$ cat config.mk
export PLATFORM = sky130hd
export DESIGN_NAME = alu_top
export DESIGN_NICKNAME = d
export VERILOG_FILES = /design/src/common/alu_pkg.sv /design/src/logic/alu_step_counter.sv /design/src/logic/alu_sequencer.sv /design/src/logic/alu_int_unit.sv /design/src/muldiv/alu_multiplier.sv /design/src/muldiv/alu_divider.sv /design/src/logic/alu_top.sv
export VERILOG_INCLUDE_DIRS = /design/src /design/src/common
export SDC_FILE = /design/constraint.sdc
export NUM_CORES = 2
export LEC_CHECK = 0
export BUFFER_PORTS_ARGS = -buffer_cell sky130_fd_sc_hd__buf_4
export CORE_ASPECT_RATIO = 0.9
export CORE_MARGIN = 10
export CORE_UTILIZATION = 31
export CTS_CLUSTER_SIZE = 40
export DETAILED_ROUTE_END_ITERATION = 16
export GPL_ROUTABILITY_DRIVEN = 0
export GPL_TIMING_DRIVEN = 1
export HOLD_SLACK_MARGIN = 0.02
export MAX_ROUTING_LAYER = met4
export PLACE_DENSITY = 0.53
export SLEW_MARGIN = 0
export SYNTH_ARGS = -nofsm -noshare
export SYNTH_HDL_FRONTEND = slang
export SYNTH_SLANG_ARGS = --single-unit
$ cat constraint.sdc
create_clock -name clk -period 11.2 [get_ports clk]
set_clock_uncertainty 0.1 [all_clocks]
set_input_delay 2.8 -clock clk [delete_from_list [all_inputs] [get_ports clk]]
set_output_delay 2.8 -clock clk [all_outputs]
set_load 0.02 [all_outputs]
$ cat src/common/alu_defines.svh
`ifndef ALU_DEFINES_SVH
`define ALU_DEFINES_SVH

// Operand width of the integer datapath.
`define ALU_XLEN 32

// Iteration counts of the multi-cycle units.
`define ALU_MUL_STEPS 4
`define ALU_DIV_STEPS 16
`define ALU_STEP_W 5

`endif

$ cat src/common/alu_pkg.sv
`include "alu_defines.svh"

package alu_pkg;

  // Arithmetic and logic ops first, then multiply, divide and branches.
  typedef enum logic [4:0] {
    OP_ADD, OP_SUB, OP_SLL, OP_SRL, OP_SRA,
    OP_OR, OP_AND, OP_XOR, OP_SLT, OP_SLTU,
    OP_MUL, OP_MULH, OP_MULHSU, OP_MULHU,
    OP_DIV, OP_DIVU, OP_REM, OP_REMU,
    OP_BEQ, OP_BNE, OP_BLT, OP_BGE, OP_BLTU, OP_BGEU
  } alu_op_e;

  typedef enum logic [1:0] {
    ST_IDLE,
    ST_MUL,
    ST_DIV,
    ST_DONE
  } alu_state_e;

  typedef struct packed {
    alu_op_e              op;
    logic [`ALU_XLEN-1:0] a;
    logic [`ALU_XLEN-1:0] b;
  } alu_req_t;

  typedef struct packed {
    logic [`ALU_XLEN-1:0] result;
    logic                 branch_taken;  // Only set by branch ops.
  } alu_resp_t;

endpackage

$ cat src/logic/alu_step_counter.sv
`timescale 1ns/10ps
`include "alu_defines.svh"

module alu_step_counter (
  input  logic clk,
  input  logic rstn,
  input  logic clear,
  input  logic en,
  input  logic is_div,
  output logic last_step
);

  localparam logic [`ALU_STEP_W-1:0] MUL_LIMIT = `ALU_MUL_STEPS;
  localparam logic [`ALU_STEP_W-1:0] DIV_LIMIT = `ALU_DIV_STEPS;

  logic [`ALU_STEP_W-1:0] count;
  logic [`ALU_STEP_W-1:0] limit;

  assign limit     = is_div ? DIV_LIMIT : MUL_LIMIT;
  assign last_step = (count == limit - 1'b1);

  always_ff @(posedge clk)
  begin
    if (!rstn || clear)
      count <= '0;
    else if (en)
      count <= count + 1'b1;
  end

  // The sequencer must stop stepping once last_step has been seen.
  a_no_overrun: assert property (@(posedge clk) disable iff (!rstn) en |-> (count < limit));

endmodule

$ cat src/logic/alu_sequencer.sv
`timescale 1ns/10ps

module alu_sequencer
  import alu_pkg::*;
(
  input  logic       clk,
  input  logic       rstn,
  input  logic       start,
  input  alu_op_e    op,
  input  logic       last_step,
  output logic       busy,
  output logic       done,
  output logic       mul_step,
  output logic       div_init,
  output logic       div_step,
  output logic       cnt_clear,
  output logic       cnt_en,
  output alu_state_e state
);

  alu_state_e state_next;
  logic       init_pend;  // First cycle of ST_DIV loads the divider.
  logic       op_mul;
  logic       op_div;

  assign op_mul = op inside {OP_MUL, OP_MULH, OP_MULHSU, OP_MULHU};
  assign op_div = op inside {OP_DIV, OP_DIVU, OP_REM, OP_REMU};

  assign mul_step  = (state == ST_MUL);
  assign div_init  = (state == ST_DIV) && init_pend;
  assign div_step  = (state == ST_DIV) && !init_pend;
  assign cnt_clear = (state == ST_IDLE) && start;
  assign cnt_en    = mul_step || div_step;
  assign busy      = start || (state != ST_IDLE);

  always_comb
  begin
    state_next = state;
    case (state)
      ST_IDLE:
        if (start)
        begin
          if (op_mul)
            state_next = ST_MUL;
          else if (op_div)
            state_next = ST_DIV;
          else
            state_next = ST_DONE;  // Single-cycle and branch ops.
        end
      ST_MUL:
        if (last_step)
          state_next = ST_DONE;
      ST_DIV:
        if (div_step && last_step)
          state_next = ST_DONE;
      default:
        state_next = ST_IDLE;
    endcase
  end

  always_ff @(posedge clk)
  begin
    if (!rstn)
    begin
      state     <= ST_IDLE;
      init_pend <= 1'b0;
      done      <= 1'b0;
    end
    else
    begin
      state     <= state_next;
      init_pend <= cnt_clear && op_div;
      done      <= (state == ST_DONE);
    end
  end

  // ST_DONE lasts one cycle and is always followed by ST_IDLE.
  a_done_pulse: assert property (@(posedge clk) disable iff (!rstn) done |=> !done);

endmodule

$ cat src/logic/alu_int_unit.sv
`timescale 1ns/10ps
`include "alu_defines.svh"

module alu_int_unit
  import alu_pkg::*;
(
  input  alu_req_t             req,
  output logic [`ALU_XLEN-1:0] result,
  output logic                 branch_taken
);

  logic                 is_unsigned;
  logic                 is_sub;
  logic [`ALU_XLEN:0]   a_ext;
  logic [`ALU_XLEN:0]   b_ext;
  logic [`ALU_XLEN:0]   sum;
  logic                 lt;
  logic                 eq;
  logic [`ALU_XLEN-1:0] shift_out;

  function automatic logic [`ALU_XLEN-1:0] bit_rev(input logic [`ALU_XLEN-1:0] x);
    logic [`ALU_XLEN-1:0] y;
    for (int i = 0; i < `ALU_XLEN; i++)
      y[i] = x[`ALU_XLEN-1-i];
    return y;
  endfunction

  // ---------------------------------------------------------------------------
  // Shared 33-bit adder. Everything but ADD subtracts, so the borrow bit of
  // the extended result is the less-than flag for both signednesses.
  // ---------------------------------------------------------------------------
  assign is_unsigned = req.op inside {OP_SLTU, OP_BLTU, OP_BGEU};
  assign is_sub      = (req.op != OP_ADD);
  assign a_ext       = {!is_unsigned && req.a[`ALU_XLEN-1], req.a};
  assign b_ext       = {!is_unsigned && req.b[`ALU_XLEN-1], req.b};
  assign sum = a_ext + (b_ext ^ {(`ALU_XLEN+1){is_sub}}) + {{`ALU_XLEN{1'b0}}, is_sub};
  assign lt  = sum[`ALU_XLEN];
  assign eq  = (sum[`ALU_XLEN-1:0] == '0);

  // Right barrel shifter; left shifts go through it bit-reversed.
  always_comb
  begin
    logic [`ALU_XLEN:0] stage;
    stage = {(req.op == OP_SRA) && req.a[`ALU_XLEN-1],
             (req.op == OP_SLL) ? bit_rev(req.a) : req.a};
    for (int i = 0; i < 5; i++)
      if (req.b[i])
        stage = $signed(stage) >>> (1 << i);
    shift_out = (req.op == OP_SLL) ? bit_rev(stage[`ALU_XLEN-1:0]) : stage[`ALU_XLEN-1:0];
  end

  always_comb
  begin
    case (req.op)
      OP_ADD, OP_SUB:         result = sum[`ALU_XLEN-1:0];
      OP_SLL, OP_SRL, OP_SRA: result = shift_out;
      OP_OR:                  result = req.a | req.b;
      OP_AND:                 result = req.a & req.b;
      OP_XOR:                 result = req.a ^ req.b;
      OP_SLT, OP_SLTU:        result = {{(`ALU_XLEN-1){1'b0}}, lt};
      default:                result = '0;  // Branches, multiply and divide.
    endcase

    case (req.op)
      OP_BEQ:          branch_taken = eq;
      OP_BNE:          branch_taken = !eq;
      OP_BLT, OP_BLTU: branch_taken = lt;
      OP_BGE, OP_BGEU: branch_taken = !lt;
      default:         branch_taken = 1'b0;
    endcase
  end

endmodule

$ cat src/muldiv/alu_multiplier.sv
`timescale 1ns/10ps
`include "alu_defines.svh"

module alu_multiplier
  import alu_pkg::*;
(
  input  logic                   clk,
  input  logic                   rstn,
  input  logic [`ALU_XLEN-1:0]   a,
  input  logic [`ALU_XLEN-1:0]   b,
  input  alu_op_e                op,
  input  logic                   step,
  input  logic                   first,
  output logic [2*`ALU_XLEN-1:0] product
);

  logic                        a_sgn;
  logic                        b_sgn;
  logic [`ALU_XLEN:0]          a_ext;
  logic [8:0]                  slice;
  logic signed [`ALU_XLEN+9:0] partial;  // 33 x 9 signed product.
  logic [2*`ALU_XLEN-1:0]      addend;
  logic [1:0]                  idx;
  logic [2*`ALU_XLEN-1:0]      acc;

  assign a_sgn = op inside {OP_MUL, OP_MULH, OP_MULHSU};
  assign b_sgn = op inside {OP_MUL, OP_MULH};
  assign a_ext = {a_sgn && a[`ALU_XLEN-1], a};

  // Lower slices are unsigned. The top slice carries the sign of b.
  assign slice = (idx == 2'(`ALU_MUL_STEPS - 1)) ?
                 {b_sgn && b[`ALU_XLEN-1], b[`ALU_XLEN-1 -: 8]} :
                 {1'b0, b[{idx, 3'b000} +: 8]};

  assign partial = $signed(a_ext) * $signed(slice);
  assign addend  = {{(`ALU_XLEN-10){partial[`ALU_XLEN+9]}}, partial} << {idx, 3'b000};

  always_ff @(posedge clk)
  begin
    if (!rstn || first)
      idx <= '0;
    else if (step)
      idx <= idx + 2'd1;
  end

  always_ff @(posedge clk)
  begin
    if (first)
      acc <= '0;
    else if (step)
      acc <= acc + addend;  // Wraps modulo 2^64, which keeps signed results exact.
  end

  assign product = acc;

endmodule

$ cat src/muldiv/alu_divider.sv
`timescale 1ns/10ps
`include "alu_defines.svh"

module alu_divider
  import alu_pkg::*;
(
  input  logic                 clk,
  input  logic                 rstn,
  input  logic [`ALU_XLEN-1:0] a,
  input  logic [`ALU_XLEN-1:0] b,
  input  alu_op_e              op,
  input  logic                 init,
  input  logic                 step,
  output logic [`ALU_XLEN-1:0] quotient,
  output logic [`ALU_XLEN-1:0] remainder
);

  logic                 is_signed;
  logic [`ALU_XLEN-1:0] a_mag;
  logic [`ALU_XLEN-1:0] b_mag;
  logic [`ALU_XLEN-1:0] divisor_q;
  logic [`ALU_XLEN-1:0] quo_q;  // Holds the dividend bits not yet shifted out.
  logic [`ALU_XLEN-1:0] rem_q;
  logic [`ALU_XLEN-1:0] quo_next;
  logic [`ALU_XLEN-1:0] rem_next;
  logic                 neg_quo;
  logic                 neg_rem;

  assign is_signed = op inside {OP_DIV, OP_REM};
  assign a_mag = (is_signed && a[`ALU_XLEN-1]) ? -a : a;
  assign b_mag = (is_signed && b[`ALU_XLEN-1]) ? -b : b;

  // Two restoring steps per cycle.
  always_comb
  begin
    logic [`ALU_XLEN:0] shifted;
    logic [`ALU_XLEN:0] trial;
    rem_next = rem_q;
    quo_next = quo_q;
    for (int i = 0; i < 2; i++)
    begin
      shifted  = {rem_next, quo_next[`ALU_XLEN-1]};
      trial    = shifted - {1'b0, divisor_q};
      rem_next = trial[`ALU_XLEN] ? shifted[`ALU_XLEN-1:0] : trial[`ALU_XLEN-1:0];
      quo_next = {quo_next[`ALU_XLEN-2:0], !trial[`ALU_XLEN]};
    end
  end

  always_ff @(posedge clk)
  begin
    if (init)
    begin
      quo_q     <= a_mag;
      rem_q     <= '0;
      divisor_q <= b_mag;
    end
    else if (step)
    begin
      quo_q <= quo_next;
      rem_q <= rem_next;
    end
  end

  // A zero divisor yields all ones and the dividend without any fixup.
  // The signed overflow case falls out of the magnitudes as well.
  always_ff @(posedge clk)
  begin
    if (!rstn)
    begin
      neg_quo <= 1'b0;
      neg_rem <= 1'b0;
    end
    else if (init)
    begin
      neg_quo <= is_signed && (a[`ALU_XLEN-1] ^ b[`ALU_XLEN-1]) && (b != '0);
      neg_rem <= is_signed && a[`ALU_XLEN-1];
    end
  end

  assign quotient  = neg_quo ? -quo_q : quo_q;
  assign remainder = neg_rem ? -rem_q : rem_q;

endmodule

$ cat src/logic/alu_top.sv
`timescale 1ns/10ps
`include "alu_defines.svh"

module alu_top
  import alu_pkg::*;
(
  input  logic      clk,
  input  logic      rstn,
  input  logic      start,
  input  alu_req_t  req,
  output logic      busy,
  output logic      done,
  output alu_resp_t resp
);

  alu_req_t             req_q;
  logic                 start_q;
  alu_state_e           seq_state;
  logic                 mul_step;
  logic                 div_init;
  logic                 div_step;
  logic                 cnt_clear;
  logic                 cnt_en;
  logic                 last_step;
  logic [`ALU_XLEN-1:0] int_result;
  logic                 int_branch;
  logic [`ALU_XLEN-1:0] product_hi;
  logic [`ALU_XLEN-1:0] product_lo;
  logic [`ALU_XLEN-1:0] quotient;
  logic [`ALU_XLEN-1:0] remainder;
  alu_resp_t            resp_next;

  always_ff @(posedge clk)
  begin
    if (start)
      req_q <= req;
  end

  always_ff @(posedge clk)
  begin
    if (!rstn)
      start_q <= 1'b0;
    else
      start_q <= start;
  end

  alu_sequencer alu_sequencer_inst (
    .clk       (clk),
    .rstn      (rstn),
    .start     (start_q),
    .op        (req_q.op),
    .last_step (last_step),
    .busy      (busy),
    .done      (done),
    .mul_step  (mul_step),
    .div_init  (div_init),
    .div_step  (div_step),
    .cnt_clear (cnt_clear),
    .cnt_en    (cnt_en),
    .state     (seq_state)
  );

  alu_step_counter alu_step_counter_inst (
    .clk       (clk),
    .rstn      (rstn),
    .clear     (cnt_clear),
    .en        (cnt_en),
    .is_div    (seq_state == ST_DIV),
    .last_step (last_step)
  );

  alu_int_unit alu_int_unit_inst (
    .req          (req_q),
    .result       (int_result),
    .branch_taken (int_branch)
  );

  alu_multiplier alu_multiplier_inst (
    .clk     (clk),
    .rstn    (rstn),
    .a       (req_q.a),
    .b       (req_q.b),
    .op      (req_q.op),
    .step    (mul_step),
    .first   (cnt_clear),  // Clears the accumulator as the sequencer leaves idle.
    .product ({product_hi, product_lo})
  );

  alu_divider alu_divider_inst (
    .clk       (clk),
    .rstn      (rstn),
    .a         (req_q.a),
    .b         (req_q.b),
    .op        (req_q.op),
    .init      (div_init),
    .step      (div_step),
    .quotient  (quotient),
    .remainder (remainder)
  );

  // ---------------------------------------------------------------------------
  // Result select and response register
  // ---------------------------------------------------------------------------
  always_comb
  begin
    resp_next.branch_taken = int_branch;
    case (req_q.op)
      OP_MUL:                       resp_next.result = product_lo;
      OP_MULH, OP_MULHSU, OP_MULHU: resp_next.result = product_hi;
      OP_DIV, OP_DIVU:              resp_next.result = quotient;
      OP_REM, OP_REMU:              resp_next.result = remainder;
      default:                      resp_next.result = int_result;
    endcase
  end

  always_ff @(posedge clk)
  begin
    if (!rstn)
      resp <= '0;
    else if (seq_state == ST_DONE)
      resp <= resp_next;  // Lands together with done.
  end

  // The core may only issue once the previous operation has completed.
  a_no_start_busy: assert property (@(posedge clk) disable iff (!rstn) start |-> !busy);

endmodule

* After elaboration in Yosys (flattened, before gate mapping)
Index checks and enable logic that the tools add are counted.
** Word-level totals
- Register bits after elaboration :: 276
- Output and inout bits :: 35
- Word-level logic and storage cells :: 140
- Bits of input ports :: 72
** Cells by class
- $mul :: 1
- Eq/ne operators :: 31
- Reduce and logical (&&, ||, !) cells :: 46
- Bitwise operators :: 5
- Shift operators :: 2
- $add $sub $neg :: 12
- Muxes and demuxes :: 26
** Operators with widths (number)
- $mux W32 :: 15
- $pmux W32 S6 :: 1
- $neg A32 Y32 :: 4
- $pmux W32 S4 :: 1
- $sub A33 B32 Y33 :: 2
- $add A64 B64 Y64 :: 1
- $shl A64 B5 Y64 :: 1
- $mul A33 B9 Y42 :: 1
- $eq A5 B4 Y1 const B :: 8
- $eq A5 B5 Y1 const B :: 8
- $add A33 B1 Y33 :: 1
- $add A33 B33 Y33 :: 1
- $xor A33 B33 Y33 :: 1
- $and A32 B32 Y32 :: 1
- $logic_not A32 Y1 :: 1
- $or A32 B32 Y32 :: 1
- $reduce_bool A32 Y1 :: 1
- $shiftx A32 B6 Y8 :: 1
- $xor A32 B32 Y32 :: 1
- $eq A5 B3 Y1 const B :: 4
- $logic_and A1 B1 Y1 :: 14
- $reduce_or A2 Y1 :: 6
- $eq A5 B2 Y1 const B :: 2
- $mux W9 :: 1
- other kinds (25) :: 45

* Depth between registers and ports, before layout
- Word-level depth :: 10
- Mapped depth :: 44
- Depth with buffers taken out :: 40

* Hierarchy
Synthesis repeated with hierarchy kept, for this count alone.
** Second synthesis, totals
- Cell total of the unflattened synthesis :: 4859
- Area total of the unflattened synthesis :: 39783.2 um^2
** By module, submodules not included
- alu_multiplier :: area an instance 17528.1 um^2, times used 1, seq. area each 1321.3 um^2, cells each 2180
- alu_divider :: area an instance 10127.2 um^2, times used 1, seq. area each 2602.5 um^2, cells each 1276
- alu_int_unit :: area an instance 7225.7 um^2, times used 1, seq. area each 0.0 um^2, cells each 1034
- alu_top :: area an instance 4317.9 um^2, times used 1, seq. area each 2752.6 um^2, cells each 305
- alu_sequencer :: area an instance 322.8 um^2, times used 1, seq. area each 80.1 um^2, cells each 37
- alu_step_counter :: area an instance 261.5 um^2, times used 1, seq. area each 100.1 um^2, cells each 27

* Worst setup path after synthesis
OpenSTA, ideal clock, no wires.
- Kind :: register to register
- Start point :: register req_q[1] (netlist bit)
- End point :: register alu_multiplier_inst.acc[62], in the netlist alu_multiplier_inst.product[62]
- Stages on the path, launching flop included :: 41
- Setup time :: 0.134 ns
- Period minus slack after synthesis :: 9.813 ns
- Data required time :: 10.966 ns
- Slack :: 1.387 ns
- Buffers on the path :: 4
- Arrival :: 9.579 ns
- Cell sequence :: edfxtp_1 -> clkbuf_1 -> clkbuf_1 -> clkbuf_1 -> nor2_1 -> a21oi_1 -> a22oi_1 -> o21ai_1 -> clkbuf_1 -> nand2_1 -> fa_1 -> inv_1 -> fa_1 -> inv_1 -> fa_1 -> inv_1 -> fa_1 -> ha_1 -> (+5 left out) -> a211oi_1 -> nor4_1 -> or3_1 -> a21oi_1 -> xor2_1 -> mux4_2 -> ha_1 -> nand2_1 -> nor3_1 -> nand2_1 -> or3_1 -> inv_1 -> a31oi_1 -> o31ai_1 -> a21oi_1 -> o21ai_0 -> xnor2_1 -> a21oi_1
** Between the ends
- Cells in the longest elaborated chain, start to end :: 5
** RTL lines
- start: declaration :: line alu_top.sv:16 : alu_req_t req_q;
- start signal: assignment :: line alu_top.sv:36 : req_q <= req;
- $shiftx A32 B6 Y8 :: line alu_multiplier.sv:33 : {1'b0, b[{idx, 3'b000} +: 8]};
- $mux W9 :: line alu_multiplier.sv:31 : assign slice = (idx == 2'(`ALU_MUL_STEPS - 1)) ?
- $mul A33 B9 Y42 :: line alu_multiplier.sv:35 : assign partial = $signed(a_ext) * $signed(slice);
- $shl A64 B5 Y64 :: line alu_multiplier.sv:36 : assign addend = {{(`ALU_XLEN-10){partial[`ALU_XLEN+9]}}, partial} << {idx, 3'b000};
- $add A64 B64 Y64 :: line alu_multiplier.sv:51 : acc <= acc + addend;
- end signal: assignment :: line alu_multiplier.sv:51
- end: declaration :: line alu_multiplier.sv:24 : logic [2*`ALU_XLEN-1:0] acc;
No other way between the ends.
A chain may end at the register's enable or synchronous reset.

* Final worst setup path
- Start point :: register alu_multiplier_inst.idx[0]
- End point :: register alu_multiplier_inst.acc[63], in the netlist alu_multiplier_inst.product[63]
** Between the ends
- Cells in the longest elaborated chain, start to end :: 5
- Elaborated cells on any way between the ends :: 6
- Those cells by class :: 1 x add/sub; 1 x mul; 1 x eq/ne; 2 x shift; 1 x mux
** RTL lines
- start: declaration :: line alu_multiplier.sv:23 : logic [1:0] idx;
- start signal: assignment :: line alu_multiplier.sv:43 : idx <= idx + 2'd1;
- $shiftx A32 B6 Y8 or $eq A2 B2 Y1 (tied branches) :: line alu_multiplier.sv:33, alu_multiplier.sv:31
- $mux W9 :: line alu_multiplier.sv:31
- $mul A33 B9 Y42 :: line alu_multiplier.sv:35
- $shl A64 B5 Y64 (*) :: line alu_multiplier.sv:36
- $add A64 B64 Y64 (*) :: line alu_multiplier.sv:51
Mark *: on every way between the ends. The rest lies on a longest branch, timed or not.

==> impl_metrics.csv <==
group,metric,value,unit
hold_path,hp-class,"reg -> reg",
yosys,synth-edff-count,133,
placement,portBuffers,106,
floorplan,die_w,389,um
yosys,synth_nets,5254,
yosys,syn_area_per_cell,8.23,um^2
sta,final.period_utilization,95.1,%
floorplan,ios,107,
sta,setup_viol,0,
route,drt_iter0_markers,4292,
setup_path,critPathMaxStageDelay,0.55,ns
setup_path,r2r_end,"alu_multiplier_inst.product[63]$_SDFFE_PP0P_",
setup_path,r2r_slack,0.55,ns
final_layout,area_growth,11.1,%
final_layout,drive_gt1_share,8.48,%
final_layout,fin_cells,6284,
floorplan,fp.dieH,352,um
yosys,ys_seq_area_share,18.0,%
grt,grt_pass1_vias,34300,
yosys,synth_compound_area_share,20.8,%
yosys,synthXorXnorAreaFrac,7.42,%
setup_path,cp-end-kind,"register",
yosys,yosys.area_share.adder,23.3,%
grt,grtUsageTotal,23.3,%
sta,drv_slew,4,
flow_run,max_cap_viol_count,1,
route,via_per_inst,5.77,
floorplan,start_util,31.3,%
setup_path,cp-start-kind,"register",
clock_network,cts_root_buffer,"clkbuf_16",
setup_path,crit_start,"alu_multiplier_inst.idx[0]$_SDFFE_PP0P_",
setup_path,crit_path_frequent_cell,"fa_1",
hold_path,hold_path_startpoint,"alu_step_counter_inst.count[1]$_SDFFE_PP0P_",
placement,dp.cells,6207,
yosys,async_flop_share,0,%
hold_path,min_to,"alu_step_counter_inst.count[1]$_SDFFE_PP0P_",
clock_network,clockBufferDepth,3,
clock_network,numCtsBuffers,35,
final_layout,num-nets-final,5279,
setup_path,slowest_stage,"fa_1",
yosys,synth_flop_cell,"dfxtp_1",
sta,tightestPinTransition,1.56,ns
yosys,synth_top_family_by_area,"adder cells",
route,drc,0,
clock_network,clk_latency,0.60,ns
yosys,yosysMostFrequentCell,"inv_1",
setup_path,critPathKind,"reg -> reg",
route,first_pass_iters,9,
floorplan,num_rows,121,
hold_path,hold-path-cell-count,2,
grt,antenna_found_initial,14,
yosys,synthSimpleGateAreaFrac,16.7,%
yosys,synth_common_cells,"inv_1 (460), nand2_1 (424), ha_1 (318)",
sta,report.final.hold_viol_count,0,
setup_path,worst-path-max-fanout,14,
grt,grt_overflow,0,
yosys,synthMuxAreaShare,6.64,%
sta,slew_headroom,-5.37,%
yosys,ys_ff_latch,276,
clock_network,clk_pin_slew_worst_paths,0.07,ns
route,wirelength,162000,um
clock_network,cts_hold_buf,0,
route,num_vias,36300,
route,wl_per_cell,25.8,um
yosys,syn-cell-area,38000,um^2
yosys,yosys.cell_types.count,86,
grt,grt_max_degree,68,
yosys,syn_inst,4621,
clock_network,cts.sinks,276,
yosys,ys_warn_count,0,
sta,fin_setup_tns,0,ns
yosys,yosysTopAreaCellShare,12.8,%
clock_network,cts_tree,"yes",
run_status,violations,"capacitance limit, slew limit",
floorplan,core,121000,um^2
run_status,status,"finished with violations",
floorplan,dieArea,137000,um^2
setup_path,cp.arrival,11.01,ns
setup_path,r2r-start,"alu_multiplier_inst.idx[0]$_SDFFE_PP0P_",
yosys,yosys.area.top_type,"fa_1",
route,detail-route-antenna-nets,0,
setup_path,reg2regPathDepth,39,
setup_path,cp.required,11.56,ns
yosys,synth.top_cells.by_area,"fa_1 (13%), edfxtp_1 (11%), ha_1 (10%)",
grt,grt_pass1_wl,236000,um
clock_network,htreeDepth,2,
sta,rsz0062_at_grt,"no",
sta,max_freq,0.0939,GHz
placement,hpwl,130000,um
sta,finalCriticalPeriod,10.65,ns
-- layer usage --
| layer | share of wire (%) | vias up | GRT usage, % |
|---|---|---|---|
| met2 | 43 | 1885 | 33.9 |
| met3 | 11 | 311 | 6.02 |
| met1 | 42 | 17700 | 30.9 |
| met5 | 0 | - | - |
| li1 | - | 16400 | - |
| met4 | 4.2 | 0 | 8.66 |
-- critical path: cells and delay by family, from the launching register on --
family | cells | cell delay [ns]
AOI/OAI and AO/OA | 13 | 2.86
xor gates and xnor gates | 1 | 0.41
adders and majority gates | 8 | 3.59
buffers and inverters | 7 | 0.90
DFF | 1 | 0.46
muxes | 2 | 0.56
and+or+nand+nor | 8 | 1.62
-- kinds of logic after synthesis --
| kind of cell | after synthesis |
|---|---|
| mux | 221 |
| simple gates | 1313 |
| flops | 276 |
| compound gates | 1213 |
| xor+xnor | 321 |
| buf+inv | 716 |
| fa+ha+maj | 561 |
-- timing repair --
item,in CTS,in global routing
gates resized for setup,0,9
buffers inserted,0,1
endpoints found under the setup margin,0,13
-- placed cells by master, fill, tap and decap left out, types with 15 or more instances in the layout --
master | Yosys | layout
nand3_1 | 70 | 70
nor2_1 | 299 | 296
o21a_1 | 33 | 33
a211o_1 | 16 | 16
a21o_1 | 117 | 117
mux4_2 | 24 | 24
o31ai_1 | 47 | 46
inv_1 | 460 | 460
nand2_1 | 424 | 423
a211oi_1 | 53 | 53
a31oi_1 | 68 | 68
nand2b_1 | 33 | 33
buf_4 | 0 | 236
diode_2 | 0 | 15
a21oi_1 | 307 | 306
o2bb2ai_1 | 19 | 19
a22oi_1 | 33 | 33
nor4_1 | 24 | 23
fa_1 | 243 | 243
xnor2_1 | 221 | 221
or3_1 | 26 | 26
ha_1 | 318 | 314
dfxtp_1 | 143 | 141
o211ai_1 | 21 | 21
nor2b_1 | 34 | 34
mux2i_1 | 187 | 187
a221oi_1 | 41 | 40
and3_1 | 46 | 46
o21bai_1 | 27 | 27
and2_1 | 166 | 165
or4_1 | 23 | 23
o41ai_1 | 19 | 18
o21ai_0 | 234 | 230
clkbuf_16 | 0 | 36
nor3_1 | 76 | 75
edfxtp_1 | 133 | 133
nand4_1 | 37 | 37
o22ai_1 | 41 | 41
xor2_1 | 99 | 98
-- sequential cells by signal, summed over array words and instances (netlist names) --
register	flops
start_q	1
alu_sequencer_inst.init_pend	1
alu_divider_inst.neg_rem	1
resp	33
alu_divider_inst.rem_q	32
alu_step_counter_inst.count	5
alu_multiplier_inst.idx	2
alu_sequencer_inst.state	2
req_q	69
alu_sequencer_inst.done	1
alu_multiplier_inst.product	64
alu_divider_inst.divisor_q	32
alu_divider_inst.neg_quo	1
alu_divider_inst.quo_q	32
-- metrics by stage --
step / utilization, % / setup slack [ns] / cell area, um^2 / hold slack (ns)
4_1_cts: 34.7 / 0.153 / 42100 / 0.408
2_1_floorplan: - / 1.39 / 38000 / 0.358
5_1_grt: 34.8 / 0.00534 / 42200 / 0.440
3_3_place_gp: 33.8 / 0.266 / 41000 / 0.384
6_report: 34.8 / 0.550 / 42200 / 0.405
3_5_place_dp: 33.8 / 0.193 / 41000 / 0.398
-- how the worst max path moves through the flow --
| stage | end | slack [ns] | cells after the start |
|---|---|---|---|
| 2_1_floorplan | alu_multiplier_inst.product[62]$_SDFFE_PP0P_ | 1.39 | 40 |
| 3_3_place_gp | alu_multiplier_inst.product[63]$_SDFFE_PP0P_ | 0.27 | 35 |
| 3_5_place_dp | alu_multiplier_inst.product[63]$_SDFFE_PP0P_ | 0.19 | 34 |
| 4_1_cts | alu_multiplier_inst.product[63]$_SDFFE_PP0P_ | 0.15 | 34 |
| 5_1_grt | alu_multiplier_inst.product[63]$_SDFFE_PP0P_ | 0.005 | 37 |
| 6_report | alu_multiplier_inst.product[63]$_SDFFE_PP0P_ | 0.55 | 39 |
-- final cells by class --
cell class,count,area [um^2]
Inverter,462,1730
Antenna cell,15,37.5
Clock inverter,18,134
Multi-Input combinational cell,3629,28600
Fill cell,12800,79200
Clock buffer,43,967
Timing Repair Buffer,242,1890
Tap cell,1599,2000
Sequential cell,276,6860
Power is not shown: default switching activity piles up to over one toggle a cycle in this logic, so the estimate is an artifact.
